<file path="config.mk">
export PLATFORM = sky130hd
export DESIGN_NAME = tg_top
export DESIGN_NICKNAME = d
export VERILOG_FILES = /design/src/rtl/tg_cfg_pkg.sv /design/src/rtl/tg_mem_pkg.sv /design/src/rtl/tg_top.sv /design/src/rtl/tg_read_compare.sv /design/src/rtl/tg_cmd_issue.sv /design/src/rtl/tg_addr_gen.sv /design/src/rtl/tg_block_rw_stage.sv
export SDC_FILE = /design/constraint.sdc
export NUM_CORES = 1
export LEC_CHECK = 0
export BUFFER_PORTS_ARGS = -buffer_cell sky130_fd_sc_hd__buf_4
export CAP_MARGIN = 20
export CELL_PAD_IN_SITES_DETAIL_PLACEMENT = 0
export CELL_PAD_IN_SITES_GLOBAL_PLACEMENT = 2
export CORE_UTILIZATION = 45
export DETAILED_ROUTE_END_ITERATION = 8
export PLACE_DENSITY_LB_ADDON = 0.3
export REMOVE_ABC_BUFFERS = 1
export SLEW_MARGIN = 20
export SYNTH_ARGS = -nofsm -noshare
export SYNTH_HDL_FRONTEND = slang
export SYNTH_SLANG_ARGS = --single-unit
</file>
<file path="constraint.sdc">
create_clock -name clk -period 20.6 [get_ports clk]
set_clock_uncertainty 0.15 [all_clocks]
set_input_delay 4.12 -clock clk [delete_from_list [all_inputs] [get_ports clk]]
set_output_delay 4.12 -clock clk [all_outputs]
set_load 0.02 [all_outputs]
</file>
<file path="src/rtl/tg_cfg_pkg.sv">
//////////////////////////////////////////////////
// Test control types for the traffic generator
// Holds the runtime configuration, the status word
// and the data pattern shared by writer and checker
//////////////////////////////////////////////////
`default_nettype none

package tg_cfg_pkg;

   // Bus widths
   localparam int ADDR_W = 16;
   localparam int DATA_W = 32;

   // Block counts and block size
   localparam int CNT_W  = 8;
   // Wide enough for the sum of all three block counts
   localparam int BLK_W  = CNT_W + 2;

   typedef enum logic [1:0] {
      SEQ,
      RAND,
      RAND_SEQ
   } addr_gen_select_t;

   // Sampled by the stage when it leaves INIT
   typedef struct packed {
      logic [CNT_W-1:0] seq_count;
      logic [CNT_W-1:0] rand_count;
      logic [CNT_W-1:0] rand_seq_count;
      logic [CNT_W-1:0] block_size;
   } tg_cfg_t;

   typedef struct packed {
      logic              complete;
      logic [15:0]       error_count;
      logic [ADDR_W-1:0] first_error_addr;
      logic              mismatch_seen;
   } tg_status_t;

   // Address in the high half, scrambled address in the low half
   function automatic logic [DATA_W-1:0] tg_pattern(input logic [ADDR_W-1:0] addr);
      return {addr, addr ^ 16'hA5C3};
   endfunction

endpackage

`default_nettype wire
</file>
<file path="src/rtl/tg_mem_pkg.sv">
//////////////////////////////////////////////////
// Memory side types of the traffic generator
// Command and read return words, and the address
// seen either flat or as bank, row and column
//////////////////////////////////////////////////
`default_nettype none

package tg_mem_pkg;

   // Expected address FIFO in the read checker
   localparam int FIFO_DEPTH = 16;
   localparam int FIFO_PTR_W = $clog2(FIFO_DEPTH);

   // Address split, sums to ADDR_W
   localparam int BANK_W = 2;
   localparam int ROW_W  = 8;
   localparam int COL_W  = 6;

   typedef struct packed {
      logic [BANK_W-1:0] bank;
      logic [ROW_W-1:0]  row;
      logic [COL_W-1:0]  col;
   } mem_addr_fields_t;

   typedef union packed {
      logic [tg_cfg_pkg::ADDR_W-1:0] flat;
      mem_addr_fields_t              f;
   } mem_addr_u;

   // One command per cycle, at most one of write and read set
   typedef struct packed {
      logic                          write;
      logic                          read;
      mem_addr_u                     addr;
      logic [tg_cfg_pkg::DATA_W-1:0] wdata;
   } mem_cmd_t;

   // Read data come back in order
   typedef struct packed {
      logic                          valid;
      logic [tg_cfg_pkg::DATA_W-1:0] rdata;
   } mem_rsp_t;

endpackage

`default_nettype wire

</file>
<file path="src/rtl/tg_top.sv">
//////////////////////////////////////////////////
// Top of the memory traffic generator
// Pulse stage_enable while idle to start a test;
// status.complete marks its end
//////////////////////////////////////////////////
`timescale 1ns/1ps
`default_nettype none

module tg_top (
   input  logic                   clk,
   input  logic                   reset_n,
   input  tg_cfg_pkg::tg_cfg_t    cfg,
   input  logic                   stage_enable,
   input  logic                   mem_ready,
   input  tg_mem_pkg::mem_rsp_t   rsp,
   output tg_mem_pkg::mem_cmd_t   cmd,
   output tg_cfg_pkg::tg_status_t status
);

   logic                         can_write;
   logic                         can_read;
   logic                         fifo_full;
   logic                         fifo_empty;
   logic                         do_write;
   logic                         do_read;
   logic                         block_start;
   logic                         read_start;
   logic                         stage_complete;
   tg_cfg_pkg::addr_gen_select_t addr_gen_select;
   tg_mem_pkg::mem_addr_u        addr;
   tg_mem_pkg::mem_addr_u        first_error_addr;
   logic [15:0]                  error_count;
   logic                         mismatch_seen;

   // Reads also need room for their expected address
   assign can_write = mem_ready;
   assign can_read  = mem_ready && !fifo_full;

   tg_block_rw_stage u_stage (
      .clk                     (clk),
      .reset_n                 (reset_n),
      .cfg                     (cfg),
      .stage_enable            (stage_enable),
      .can_write               (can_write),
      .can_read                (can_read),
      .read_compare_fifo_empty (fifo_empty),
      .addr_gen_select         (addr_gen_select),
      .do_write                (do_write),
      .do_read                 (do_read),
      .block_start             (block_start),
      .read_start              (read_start),
      .stage_complete          (stage_complete)
   );

   tg_addr_gen u_addr_gen (
      .clk             (clk),
      .reset_n         (reset_n),
      .addr_gen_select (addr_gen_select),
      .block_start     (block_start),
      .read_start      (read_start),
      .advance         (do_write || do_read),
      .addr            (addr)
   );

   tg_cmd_issue u_cmd_issue (
      .clk       (clk),
      .reset_n   (reset_n),
      .do_write  (do_write),
      .do_read   (do_read),
      .addr      (addr),
      .mem_ready (mem_ready),
      .cmd       (cmd)
   );

   // Error state clears with each start request
   tg_read_compare u_read_compare (
      .clk              (clk),
      .reset_n          (reset_n),
      .clear            (stage_enable),
      .push             (do_read),
      .push_addr        (addr),
      .rsp              (rsp),
      .fifo_full        (fifo_full),
      .fifo_empty       (fifo_empty),
      .error_count      (error_count),
      .first_error_addr (first_error_addr),
      .mismatch_seen    (mismatch_seen)
   );

   assign status = '{
      complete:         stage_complete,
      error_count:      error_count,
      first_error_addr: first_error_addr.flat,
      mismatch_seen:    mismatch_seen
   };

endmodule

`default_nettype wire

</file>
<file path="src/rtl/tg_read_compare.sv">
//////////////////////////////////////////////////
// Read data checker of the traffic generator
// Queues read addresses, pops one per response and
// checks the data against the write pattern
//////////////////////////////////////////////////
`timescale 1ns/1ps
`default_nettype none

module tg_read_compare (
   input  logic                  clk,
   input  logic                  reset_n,
   input  logic                  clear,
   input  logic                  push,
   input  tg_mem_pkg::mem_addr_u push_addr,
   input  tg_mem_pkg::mem_rsp_t  rsp,
   output logic                  fifo_full,
   output logic                  fifo_empty,
   output logic [15:0]           error_count,
   output tg_mem_pkg::mem_addr_u first_error_addr,
   output logic                  mismatch_seen
);

   tg_mem_pkg::mem_addr_u             fifo_mem [tg_mem_pkg::FIFO_DEPTH];
   logic [tg_mem_pkg::FIFO_PTR_W-1:0] wr_ptr;
   logic [tg_mem_pkg::FIFO_PTR_W-1:0] rd_ptr;
   logic [tg_mem_pkg::FIFO_PTR_W:0]   count;
   tg_mem_pkg::mem_addr_u             exp_addr;
   logic                              mismatch;

   //////////////////////////////////////////////////
   // Expected address FIFO
   //////////////////////////////////////////////////
   assign fifo_full  = (count == (tg_mem_pkg::FIFO_PTR_W + 1)'(tg_mem_pkg::FIFO_DEPTH));
   assign fifo_empty = (count == '0);

   always_ff @(posedge clk) begin
      if (!reset_n) begin
         wr_ptr <= '0;
         rd_ptr <= '0;
         count  <= '0;
      end else begin
         if (push)
            wr_ptr <= wr_ptr + 1'b1;
         if (rsp.valid)
            rd_ptr <= rd_ptr + 1'b1;
         case ({push, rsp.valid})
            2'b10:   count <= count + 1'b1;
            2'b01:   count <= count - 1'b1;
            default: count <= count;
         endcase
      end
      if (push)
         fifo_mem[wr_ptr] <= push_addr;
   end

   //////////////////////////////////////////////////
   // Data check
   //////////////////////////////////////////////////
   // Head of FIFO is the address of the returning read
   assign exp_addr = fifo_mem[rd_ptr];
   assign mismatch = rsp.valid && (rsp.rdata != tg_cfg_pkg::tg_pattern(exp_addr.flat));

   always_ff @(posedge clk) begin
      if (!reset_n || clear) begin
         error_count      <= '0;
         first_error_addr <= '0;
         mismatch_seen    <= 1'b0;
      end else if (mismatch) begin
         // Saturates rather than wraps
         if (error_count != '1)
            error_count <= error_count + 1'b1;
         if (!mismatch_seen)
            first_error_addr <= exp_addr;
         mismatch_seen <= 1'b1;
      end
   end

   // Memory answers only reads that were issued
   a_rsp_has_entry : assert property (@(posedge clk) disable iff (!reset_n)
      rsp.valid |-> !fifo_empty);

endmodule

`default_nettype wire

</file>
<file path="src/rtl/tg_cmd_issue.sv">
//////////////////////////////////////////////////
// Command register toward the memory
// Adds the pattern data to writes, one cycle after
// the stage asks for a command
//////////////////////////////////////////////////
`timescale 1ns/1ps
`default_nettype none

module tg_cmd_issue (
   input  logic                  clk,
   input  logic                  reset_n,
   input  logic                  do_write,
   input  logic                  do_read,
   input  tg_mem_pkg::mem_addr_u addr,
   input  logic                  mem_ready,
   output tg_mem_pkg::mem_cmd_t  cmd
);

   always_ff @(posedge clk) begin
      if (!reset_n) begin
         cmd.write <= 1'b0;
         cmd.read  <= 1'b0;
      end else begin
         cmd.write <= do_write;
         cmd.read  <= do_read;
      end
      cmd.addr <= addr;
      // Read commands carry no data
      cmd.wdata <= do_write ? tg_cfg_pkg::tg_pattern(addr.flat) : '0;
   end

   // Stage only issues while the memory is ready
   a_ready_before_cmd : assert property (@(posedge clk) disable iff (!reset_n)
      (cmd.write || cmd.read) |-> $past(mem_ready));

endmodule

`default_nettype wire

</file>
<file path="src/rtl/tg_addr_gen.sv">
//////////////////////////////////////////////////
// Address generators of the traffic generator
// Saves its state at each block start and replays
// it at read start so reads follow the writes
//////////////////////////////////////////////////
`timescale 1ns/1ps
`default_nettype none

module tg_addr_gen (
   input  logic                         clk,
   input  logic                         reset_n,
   input  tg_cfg_pkg::addr_gen_select_t addr_gen_select,
   input  logic                         block_start,
   input  logic                         read_start,
   input  logic                         advance,
   output tg_mem_pkg::mem_addr_u        addr
);

   // State of all three generators
   typedef struct packed {
      logic [tg_cfg_pkg::ADDR_W-1:0] seq_cnt;
      logic [tg_cfg_pkg::ADDR_W-1:0] lfsr;
      logic [tg_mem_pkg::BANK_W-1:0] rs_bank;
      logic [tg_mem_pkg::ROW_W-1:0]  rs_row;
      logic [tg_mem_pkg::COL_W-1:0]  rs_col;
   } gen_state_t;

   gen_state_t cur;
   gen_state_t nxt;
   gen_state_t saved;

   // Galois LFSR, taps 16,14,13,11
   function automatic logic [tg_cfg_pkg::ADDR_W-1:0] lfsr_step(
      input logic [tg_cfg_pkg::ADDR_W-1:0] v);
      return (v >> 1) ^ (v[0] ? 16'hB400 : 16'h0000);
   endfunction

   always_comb begin
      nxt = cur;
      if (advance) begin
         case (addr_gen_select)
            tg_cfg_pkg::SEQ:      nxt.seq_cnt = cur.seq_cnt + 1'b1;
            tg_cfg_pkg::RAND:     nxt.lfsr    = lfsr_step(cur.lfsr);
            tg_cfg_pkg::RAND_SEQ: nxt.rs_col  = cur.rs_col + 1'b1;
            default:              nxt = cur;
         endcase
      end
      // New bank and row each block, column restarts at 0
      if (block_start) begin
         nxt.rs_bank = nxt.lfsr[tg_cfg_pkg::ADDR_W-1 -: tg_mem_pkg::BANK_W];
         nxt.rs_row  = nxt.lfsr[tg_mem_pkg::ROW_W-1:0];
         nxt.rs_col  = '0;
         nxt.lfsr    = lfsr_step(nxt.lfsr);
      end
      // Replay overrides the last write advance
      if (read_start)
         nxt = saved;
   end

   always_ff @(posedge clk) begin
      if (!reset_n) begin
         cur.seq_cnt <= '0;
         cur.lfsr    <= 16'hACE1;
         cur.rs_bank <= '0;
         cur.rs_row  <= '0;
         cur.rs_col  <= '0;
      end else begin
         cur <= nxt;
      end
      if (block_start)
         saved <= nxt;
   end

   // Present the selected generator
   always_comb begin
      addr.flat = cur.seq_cnt;
      case (addr_gen_select)
         tg_cfg_pkg::RAND:
            addr.flat = cur.lfsr;
         tg_cfg_pkg::RAND_SEQ: begin
            addr.f.bank = cur.rs_bank;
            addr.f.row  = cur.rs_row;
            addr.f.col  = cur.rs_col;
         end
         default: ;
      endcase
   end

endmodule

`default_nettype wire

</file>
<file path="src/rtl/tg_block_rw_stage.sv">
//////////////////////////////////////////////////
// Block write/read stage of the traffic generator
// Writes block_size words, reads them back, and
// steps through SEQ, RAND and RAND_SEQ blocks
//////////////////////////////////////////////////
`timescale 1ns/1ps
`default_nettype none

module tg_block_rw_stage (
   input  logic                         clk,
   input  logic                         reset_n,
   input  tg_cfg_pkg::tg_cfg_t          cfg,
   input  logic                         stage_enable,
   input  logic                         can_write,
   input  logic                         can_read,
   input  logic                         read_compare_fifo_empty,
   output tg_cfg_pkg::addr_gen_select_t addr_gen_select,
   output logic                         do_write,
   output logic                         do_read,
   output logic                         block_start,
   output logic                         read_start,
   output logic                         stage_complete
);

   typedef logic [tg_cfg_pkg::BLK_W-1:0] blk_t;

   typedef enum logic [2:0] {
      INIT,
      BLOCK_WRITE,
      BLOCK_READ,
      WAIT_ADDR_GEN,
      WAIT,
      DONE
   } state_t;

   state_t                         state;
   state_t                         state_nxt;
   tg_cfg_pkg::tg_cfg_t            cfg_r;
   tg_cfg_pkg::tg_cfg_t            cfg_use;
   blk_t                           block_idx;
   blk_t                           total;
   logic [tg_cfg_pkg::CNT_W-1:0]   size_cnt;
   logic                           last_op;
   logic                           cfg_empty;
   tg_cfg_pkg::addr_gen_select_t   sel_next;

   // Generator for block number idx
   function automatic tg_cfg_pkg::addr_gen_select_t sel_for(input blk_t idx,
                                                            input tg_cfg_pkg::tg_cfg_t c);
      blk_t seq_end;
      blk_t rand_end;
      seq_end  = blk_t'(c.seq_count);
      rand_end = seq_end + blk_t'(c.rand_count);
      if (idx < seq_end)
         return tg_cfg_pkg::SEQ;
      else if (idx < rand_end)
         return tg_cfg_pkg::RAND;
      return tg_cfg_pkg::RAND_SEQ;
   endfunction

   // Live cfg while idle, latched copy once running
   assign cfg_use   = (state == INIT) ? cfg : cfg_r;
   assign total     = blk_t'(cfg_use.seq_count) + blk_t'(cfg_use.rand_count) +
                      blk_t'(cfg_use.rand_seq_count);
   assign cfg_empty = (total == '0) || (cfg_use.block_size == '0);
   assign sel_next  = sel_for(block_idx, cfg_use);
   assign last_op   = (size_cnt == cfg_r.block_size - 1'b1);

   //////////////////////////////////////////////////
   // Next state
   //////////////////////////////////////////////////
   always_comb begin
      state_nxt = state;
      case (state)
         INIT:
            if (stage_enable)
               state_nxt = cfg_empty ? DONE : BLOCK_WRITE;
         BLOCK_WRITE:
            if (can_write && last_op)
               state_nxt = BLOCK_READ;
         BLOCK_READ:
            if (can_read && last_op) begin
               if (block_idx == total)
                  state_nxt = WAIT;
               // Generator changes only after all reads are back
               else if (sel_next != addr_gen_select)
                  state_nxt = WAIT_ADDR_GEN;
               else
                  state_nxt = BLOCK_WRITE;
            end
         WAIT_ADDR_GEN:
            if (read_compare_fifo_empty)
               state_nxt = BLOCK_WRITE;
         WAIT:
            if (read_compare_fifo_empty)
               state_nxt = DONE;
         DONE:
            state_nxt = INIT;
         default:
            state_nxt = INIT;
      endcase
   end

   // Pulses in the cycle that moves the FSM into a block phase
   assign block_start = (state_nxt == BLOCK_WRITE) && (state != BLOCK_WRITE);
   assign read_start  = (state_nxt == BLOCK_READ) && (state != BLOCK_READ);

   always_ff @(posedge clk) begin
      if (!reset_n) begin
         state           <= INIT;
         cfg_r           <= '0;
         block_idx       <= '0;
         size_cnt        <= '0;
         addr_gen_select <= tg_cfg_pkg::SEQ;
      end else begin
         state <= state_nxt;
         if (state == INIT && stage_enable)
            cfg_r <= cfg;
         // Select and count the block being started
         if (block_start) begin
            block_idx       <= block_idx + 1'b1;
            addr_gen_select <= sel_next;
         end
         if (do_write || do_read)
            size_cnt <= last_op ? '0 : size_cnt + 1'b1;
         if (state == DONE)
            block_idx <= '0;
      end
   end

   //////////////////////////////////////////////////
   // Command and status outputs
   //////////////////////////////////////////////////
   assign do_write       = (state == BLOCK_WRITE) && can_write;
   assign do_read        = (state == BLOCK_READ) && can_read;
   assign stage_complete = (state == DONE);

   // One command kind per cycle toward the issuer
   a_one_cmd : assert property (@(posedge clk) disable iff (!reset_n)
      !(do_write && do_read));

endmodule

`default_nettype wire

</file>
==> results of run 1 <==
-- power by group --
part / switching, mW / internal [mW] / total, mW
Combinational: 0.163 / 0.111 / 0.273
Clock: 0.405 / 0.563 / 0.968
Sequential: 0.0218 / 1.08 / 1.10
Total: 0.589 / 1.76 / 2.35
-- state kept, by name (all words and copies together) (netlist names), named ones only --
signal and cells:
u_addr_gen.cur 48, u_addr_gen.saved 48, u_cmd_issue.cmd 42, u_read_compare.count 5, u_read_compare.error_count 16, u_read_compare.fifo_mem 256
u_read_compare.first_error_addr 16, u_read_compare.mismatch_seen 1, u_read_compare.rd_ptr 4, u_read_compare.wr_ptr 4, u_stage.addr_gen_select 2, u_stage.block_idx 10
u_stage.cfg_r 32, u_stage.size_cnt 8, u_stage.state 3
-- cells in the final DEF (no fill, tap or decap), types with 5 or more instances in the layout --
cell type and instances:
nand3_1 83, and2_1 26, mux4_2 74, a211oi_1 13, clkbuf_16 58, edfxtp_1 304, mux2i_1 44, nor3_1 37
a21oi_1 144, and3_1 37, dfxtp_1 193, inv_1 39, a21o_1 8, nor4_1 9, nand2_1 220, and4_1 6
xnor2_1 45, nor2b_1 12, o21ai_0 71, a22oi_1 20, nand4_1 19, ha_1 38, o31ai_1 15, o2111ai_1 9
mux2_2 12, xor2_1 49, nor2_1 159, nor3b_1 5, o22ai_1 5, nand2b_1 8, clkbuf_8 6, a31oi_1 13
clkinv_2 9, or3_1 17, clkbuf_1 12, o211ai_1 22, clkbuf_4 7, nor3_2 5, buf_4 207
-- worst paths after layout --
check	from	endpoint	slack, ns	depth (start not counted)
worst max-delay path	cfg[25]	u_addr_gen.saved[25]	10.66	22
worst min-delay path	u_stage.cfg_r[11]	u_stage.cfg_r[11]	0.30	2
worst max register to register	u_stage.state[1]	u_addr_gen.saved[25]	13.24	23
worst min register to register	u_stage.cfg_r[11]	u_stage.cfg_r[11]	0.30	2
-- worst reg2reg max path: stages, from the launching register on --
cell and delay [ns]:
dfxtp_1 0.40, or3_1 0.39, buf_4 0.24, nand2_1 0.12, nand2_1 0.06, ha_1 0.22, ha_1 0.20, a21oi_1 0.26
mux2i_1 0.14, o21a_2 0.17, or3_4 0.40, a21oi_1 0.18, xor2_1 0.27, inv_1 0.08, ha_1 0.44, a41oi_1 0.28
a21boi_0 0.25, a211oi_1 0.37, a211oi_2 0.15, nor4b_4 0.45, mux2_4 0.54, nor2_4 0.61, buf_4 0.60, a211oi_1 0.15
-- layer usage --
metal | vias to the layer above | share of wire | track usage | wire [um]
met5 | - | 0 | 0 | 0
met4 | 0 | 0.022 | 0.0639 | 1290
met3 | 96 | 0.052 | 0.0328 | 3110
met2 | 473 | 0.49 | 0.398 | 29300
met1 | 7936 | 0.43 | 0.301 | 25500
li1 | 7552 | - | - | -
-- cells by family (layout without fill, tap and decap cells) --
family,after synthesis,in the layout,synth area share
XOR/XNOR,99,99,0.0409
buffers and inverters,166,349,0.0307
AO/OA/AOI/OAI,367,367,0.0991
multiplexers,132,132,0.0990
adder cells (fa/ha/maj),42,42,0.0234
flip-flops,499,499,0.569
AND/OR/NAND/NOR,666,666,0.138
-- layout make-up --
class	count	area [um2]
clock buffers	83	1630
clock inverters	19	194
fillers	4325	23600
inverters	40	150
multi-input cells	1306	9200
flip-flops and latches	499	13000
well taps	672	841
repair buffers	207	1550
-- per-stage QoR --
step	instance area [um2]	total power [mW]	hold WS, ns	setup WS (ns)
2_1_floorplan	22300	1.31	0.286	10.70
3_3_place_gp	24800	1.39	0.291	10.24
3_5_place_dp	24800	1.40	0.297	10.05
4_1_cts	26600	2.37	0.305	10.72
5_1_grt	26600	2.44	0.320	10.24
6_report	26600	2.35	0.303	10.66
==> results.rst, run 1 <==
.. list-table::
   :header-rows: 1

   * - Metric
     - Value
   * - Sequential element share of the synthesized area
     - 0.569
   * - Rel. slew slack
     - 0.270
   * - Type of origin of the critical path
     - input port
   * - Initial standard-cell utilization of the core
     - 0.456
   * - Synth top area cells
     - edfxtp_1 40%, dfxtp_1 17%, mux4_2 7.3%, nand2_1 3.6%, a21oi_1 3.2%
   * - Via-to-Cell Ratio
     - 5.68
   * - Aggregate routed wire length
     - 59.3 mm
   * - PortBufs
     - 152
   * - Number of endpoints failing setup at the final stage
     - 0
   * - Top Family by Delay on Critical Path
     - compound AO/OA/AOI/OAI gates
   * - Fraction of layout instances using a drive strength above 1
     - 0.190
   * - First drt pass iteration count
     - 5
   * - Post-Route Setup TNS
     - 0 ns
   * - Maximum level of the CTS H-tree
     - 2
   * - Number of global-route vias before repair
     - 15600
   * - Synth Instances
     - 1971
   * - Capturing element type of the critical path
     - register
   * - Total power density per cell area
     - 88.1 mW/mm2
   * - Die outline area
     - 0.0518 mm2
   * - Final Max Slew Viols
     - 0
   * - Final #Nets
     - 2217
   * - Later-pin clock latency in the skew report
     - 0.62 ns
   * - Leading register cell type out of synthesis
     - edfxtp_1
   * - Crit share post-route
     - 0.483
   * - WL per Instance
     - 21.0 um
   * - Synth top cells by count
     - 304 x edfxtp_1, 221 x nand2_1, 195 x dfxtp_1
   * - Clock transition at path regs
     - 0.06 ns
   * - Number of flops mapped to enable cells by yosys
     - 304
   * - Detailed placement HPWL
     - 38.2 mm
   * - Area fraction of the dominant cell type after synthesis
     - 0.399
   * - RSZ-0062 raised after global routing
     - no
   * - Count of placed standard cells including taps
     - 2723
   * - Cell at the slowest stage of the critical path
     - nor2_4
   * - Diodes inserted
     - 0
   * - Remaining antenna violation count after routing
     - 0
   * - Fin util
     - 0.530
   * - WP buf/inv
     - 3
   * - Required time at the endpoint of the critical path
     - 20.79 ns
   * - Worst-margin pin slew
     - 1.10 ns
   * - Status
     - complete, no violations
   * - Highest clock frequency the design can meet
     - 101 MHz
   * - Biggest area consumer among synthesized cells
     - edfxtp_1
   * - Global-route wire length before repair
     - 91.1 mm
   * - Async set-or-reset flop fraction in the synthesized netlist
     - 0
   * - Total DRC errors in the routed layout
     - 0
   * - Post-route minimum period
     - 9.94 ns
   * - CTS Root Buffer Type
     - clkbuf_16
   * - Total number of yosys warnings
     - 0
   * - Crit path DAT
     - 10.13 ns
   * - Critical Path Max Stage Delay
     - 0.60 ns
   * - Hold Fails Final Rpt
     - 0
   * - Netlist area before placement
     - 0.0229 mm2
   * - Number of distinct library cells after synthesis
     - 82
   * - Max-cap violations
     - 0
   * - Number of non-filler instances in the completed layout
     - 2826
   * - Yosys reg bits
     - 499
   * - Horiz. Die Dim
     - 228 um
   * - Standby leakage power
     - 10.2 nW
   * - Clock sink count
     - 499
   * - Post-CTS Setup Repair Bufs
     - 0
   * - Number of buffers added by the clock tree synthesis step
     - 54
   * - Max Root-Sink Buffers
     - 3
   * - Cts repair resizes
     - 0
   * - Largest fanout of any net on the critical path
     - 42
   * - GRT Util Overall
     - 0.230
   * - P&R area growth vs syn
     - 16.2%
   * - Number of rows in the core area
     - 82
   * - Vert. Die Dim
     - 228 um
   * - CP Cell Sequence
     - buf_4 > xor2_1 > nand2_1 > o21ai_0 > ha_1 > a21oi_1 > mux2i_1 > o21a_2 > or3_4 > a21oi_1 > xor2_1 > inv_1 > ha_1 > a41oi_1 > a21boi_0 > a211oi_1 > a211oi_2 > nor4b_4 > mux2_4 > nor2_4 > buf_4 > a211oi_1
   * - Peak supply drop
     - 0.0504 mV
   * - Total of hold buffers inserted after clock tree synthesis
     - 0
   * - Initial antenna violation count
     - 0
   * - Sum of overflow across all layers after global routing
     - 0
   * - CTS tree
     - yes
   * - Routability congestion estimate
     - 0.907
   * - Most frequent cell after synthesis
     - edfxtp_1
   * - Worst min-delay path class
     - register to register
   * - Largest net degree at the start of global routing
     - 60
   * - Mapped Avg Cell Area
     - 11.6 um2
   * - WS Path Type
     - input port to register
   * - Via count
     - 16100
   * - Std-Cell Core Area
     - 0.0502 mm2
   * - Count of routing violations after the opening detailed-route iteration
     - 1192
   * - Count of pins on the block boundary
     - 153
Note: power is estimated with default switching activity, not from simulation.
==> run 2, diff against run 1 <==
Settings changed: CORE_UTILIZATION 45 to 41.
Clock period 20.6 ns to 9.8 ns, I/O delays scaled along.
==> results.rst, run 2 (synthesized netlist as in run 1, its figures left out) <==
.. list-table::
   :header-rows: 1

   * - Metric
     - Value
   * - Number of gates on the worst path with buffers counted
     - 22 (unchanged)
   * - Worst-margin pin slew
     - 0.949 ns (-0.146 ns)
   * - R2R setup slack
     - 2.40 ns (-10.84 ns)
   * - Max reg flops
     - 256 (unchanged)
   * - Top Family by Delay on Critical Path
     - compound AO/OA/AOI/OAI gates
   * - DR WL met2
     - 28.8 mm (-1.8%)
   * - Worst slack at placement
     - 1.25 ns (-8.80 ns)
   * - Design Power
     - 4.94 mW (+110%)
   * - Number of rows in the core area
     - 86 (+4.9%)
   * - Diodes inserted
     - 0 (unchanged)
   * - Standby leakage power
     - 10.2 nW (-0.34%)
   * - Detailed placement HPWL
     - 37.8 mm (-1.0%)
   * - Number of endpoints failing setup at the final stage
     - 0 (unchanged)
   * - Total of hold buffers inserted after clock tree synthesis
     - 0 (unchanged)
   * - Hold path start
     - u_stage.cfg_r[31]
   * - Worst hold endpoint
     - u_stage.cfg_r[31]
   * - Largest net degree at the start of global routing
     - 59 (-1.7%)
   * - Initial antenna violation count
     - 0 (unchanged)
   * - Switching power
     - 1.23 mW (+110%)
   * - Total area of multi-input combinational cells
     - 0.00920 mm2 (about the same)
   * - PortBufs
     - 152 (unchanged)
   * - Internal power contribution
     - 3.71 mW (+110%)
   * - Crit path DAT
     - 7.69 ns (-2.44 ns)
   * - Cell at the slowest stage of the critical path
     - mux2_4
   * - Via count
     - 15900 (-1.3%)
   * - Number of global-route vias before repair
     - 15500 (-0.51%)
   * - Post-CTS Setup Repair Bufs
     - 0 (unchanged)
   * - DRT met1 WL
     - 25.6 mm (+0.16%)
   * - Vert. Die Dim
     - 238 um (+4.7%)
   * - Final Max Slew Viols
     - 0 (unchanged)
   * - RSZ-0062 raised after global routing
     - no
   * - Aggregate routed wire length
     - 58.3 mm (-1.6%)
   * - Total power density per cell area
     - 185 mW/mm2 (+110%)
   * - Worst Slack Setup Final
     - 2.24 ns (-8.42 ns)
   * - Later-pin clock latency in the skew report
     - 0.62 ns (about the same)
   * - P&R area growth vs syn
     - 16.6%
   * - Seq pwr share
     - 0.471 (about the same)
   * - Number of buffers added by the clock tree synthesis step
     - 53 (-1.9%)
   * - Initial standard-cell utilization of the core
     - 0.416 (-0.0408)
   * - Hold Fails Final Rpt
     - 0 (unchanged)
   * - Clock transition at path regs
     - 0.06 ns (about the same)
   * - GRT Util Overall
     - 0.204 (-0.0256)
   * - Required time at the endpoint of the critical path
     - 9.93 ns (-10.86 ns)
   * - Std-Cell Core Area
     - 0.0551 mm2 (+9.8%)
   * - Horiz. Die Dim
     - 238 um (+4.7%)
   * - Maximum level of the CTS H-tree
     - 2 (unchanged)
   * - Type of origin of the critical path
     - input port
   * - Routability congestion estimate
     - 0.891 (-1.8%)
   * - Terminus of the critical flop-to-flop path
     - u_addr_gen.saved[42]
   * - Switching power share of the total
     - 0.249 (-0.00247)
   * - Count of pins on the block boundary
     - 153 (unchanged)
   * - Sum of overflow across all layers after global routing
     - 0 (unchanged)
   * - Most common library cell in the layout ignoring fill and taps
     - edfxtp_1
   * - Final #Nets
     - 2217 (unchanged)
   * - Fraction of layout instances using a drive strength above 1
     - 0.186 (-0.00456)
   * - Seq. cell area
     - 0.0130 mm2 (about the same)
   * - Highest clock frequency the design can meet
     - 132 MHz
   * - Status
     - complete, no violations
   * - WS Path Type
     - input port to register
   * - Count of routing violations after the opening detailed-route iteration
     - 1156 (-3.0%)
   * - CP Cell Sequence
     - buf_4 > xor2_1 > nand2_1 > o21ai_0 > ha_1 > a21oi_1 > mux2i_1 > o21a_2 > or3_4 > a21oi_1 > xor2_1 > inv_1 > ha_1 > a41oi_1 > a21boi_0 > a211oi_1 > a211oi_2 > nor4b_4 > mux2_4 > nor2_4 > buf_16 > buf_4
   * - Post-route minimum period
     - 7.56 ns
   * - Total DRC errors in the routed layout
     - 0 (unchanged)
   * - Die outline area
     - 0.0568 mm2 (+9.7%)
   * - WHS Path Cells
     - 2 (unchanged)
   * - First drt pass iteration count
     - 6 (+1)
   * - WL per Instance
     - 20.1 um (-4.2%)
   * - CTS Root Buffer Type
     - clkbuf_16
   * - Worst min-delay path class
     - register to register
   * - Max-cap violations
     - 0 (unchanged)
   * - WP buf/inv
     - 4 (+1)
   * - Cts repair resizes
     - 0 (unchanged)
   * - Peak supply drop
     - 0.131 mV (+160%)
   * - Total met3 wirelength after detailed routing
     - 2.95 mm (-5.3%)
   * - Capturing element type of the critical path
     - register
   * - Top Metal Used
     - met4
   * - Relative contribution of the clock network to total power
     - 0.413 (about the same)
   * - Clock sink count
     - 499 (unchanged)
   * - Depth of the most critical reg-to-reg path
     - 21 (-8.7%)
   * - Remaining antenna violation count after routing
     - 0 (unchanged)
   * - Most frequent cells in the layout
     - 304 x edfxtp_1, 220 x nand2_1, 207 x buf_4
   * - Rel. slew slack
     - 0.368 (+0.0976)
   * - Largest fanout of any net on the critical path
     - 40 (-4.8%)
   * - Largest registers
     - u_read_compare.fifo_mem x256, u_addr_gen.cur x48, u_addr_gen.saved x48
   * - CTS tree
     - yes
   * - Number of filler instances in the final layout
     - 4976 (+15%)
   * - Global-route wire length before repair
     - 90.4 mm (-0.70%)
   * - Reg2Reg Launch Point
     - u_stage.state[1]
   * - Max Root-Sink Buffers
     - 3 (unchanged)
   * - Post-Route Setup TNS
     - 0 ns (unchanged)
   * - Register with the most flip-flops
     - u_read_compare.fifo_mem
   * - Crit share post-route
     - 0.772
   * - Via-to-Cell Ratio
     - 5.47 (-3.8%)
   * - Proportion of power drawn by combinational gates
     - 0.116 (about the same)
   * - Critical Path Max Stage Delay
     - 0.53 ns (-0.07 ns)
[run 2: cell types whose count changed in the layout (fill, tap and decap cells not counted), moves of 2 or more]
cell / previous run / this run
clkinv_1: 4 / 10
clkinv_2: 9 / 7
inv_16: 0 / 2
clkbuf_8: 6 / 1
clkinv_16: 3 / 1
clkbuf_16: 58 / 53
bufinv_16: 1 / 7
clkbuf_4: 7 / 0
clkbuf_1: 12 / 15
clkinvlp_4: 1 / 4
[run 2: how the worst max path moves through the flow]
| stage | from | to |
|---|---|---|
| finish | cfg[25] | u_addr_gen.saved[42] |
| floorplan | cfg[25] | u_addr_gen.saved[6] |
| detailed placement | cfg[25] | u_addr_gen.saved[42] |
| global placement | cfg[25] | u_addr_gen.saved[42] |
| global route | cfg[25] | u_addr_gen.saved[43] |
| CTS | cfg[25] | u_addr_gen.saved[42] |
[run 2: metrics by stage]
| step | hold WS (ns) | cells | utilization | area (um2) |
|---|---|---|---|---|
| after global routing | 0.327 | 2901 | 0.484 | 26700 |
| after global placement | 0.292 | 2799 | 0.451 | 24900 |
| after detailed placement | 0.297 | 2799 | 0.451 | 24900 |
| after floorplan | 0.286 | 1845 | - | 22300 |
| after CTS | 0.305 | 2899 | 0.484 | 26600 |
| final | 0.303 | 2901 | 0.484 | 26700 |
[run 2: layer usage]
layer,vias to the layer above,global-route usage
li1,7561,-
met3,71,0.0312
met5,-,0
met4,0,0.0478
met2,400,0.352
met1,7824,0.271
[run 2: area by class of cell]
class | count | share of cell area
sequential | 499 | 0.489
clock inverter | 31 | 0.0143
timing repair buffer | 208 | 0.0593
inverter | 40 | 0.00563
clock buffer | 69 | 0.0523
multi-input combinational | 1306 | 0.345
tap | 748 | 0.0351
[run 2: worst reg2reg max path, delay by kind of cell (launching register included)]
kind | cells | cell delay (ns)
xor gates and xnor gates | 1 | 0.25
AOI/OAI and AO/OA | 5 | 1.19
adders and majority gates | 2 | 0.86
buffers and inverters | 5 | 1.18
DFF | 1 | 0.40
and+or+nand+nor | 5 | 1.99
muxes | 3 | 1.06
[run 2: power by group through the flow]
stage / Clock (mW) / Sequential (mW) / Combinational [mW]
3_5_place_dp: 0 / 2.37 / 0.567
3_3_place_gp: 0 / 2.37 / 0.565
2_1_floorplan: 0 / 2.37 / 0.385
6_report: 2.04 / 2.32 / 0.573
4_1_cts: 2.10 / 2.32 / 0.569
5_1_grt: 2.17 / 2.33 / 0.632
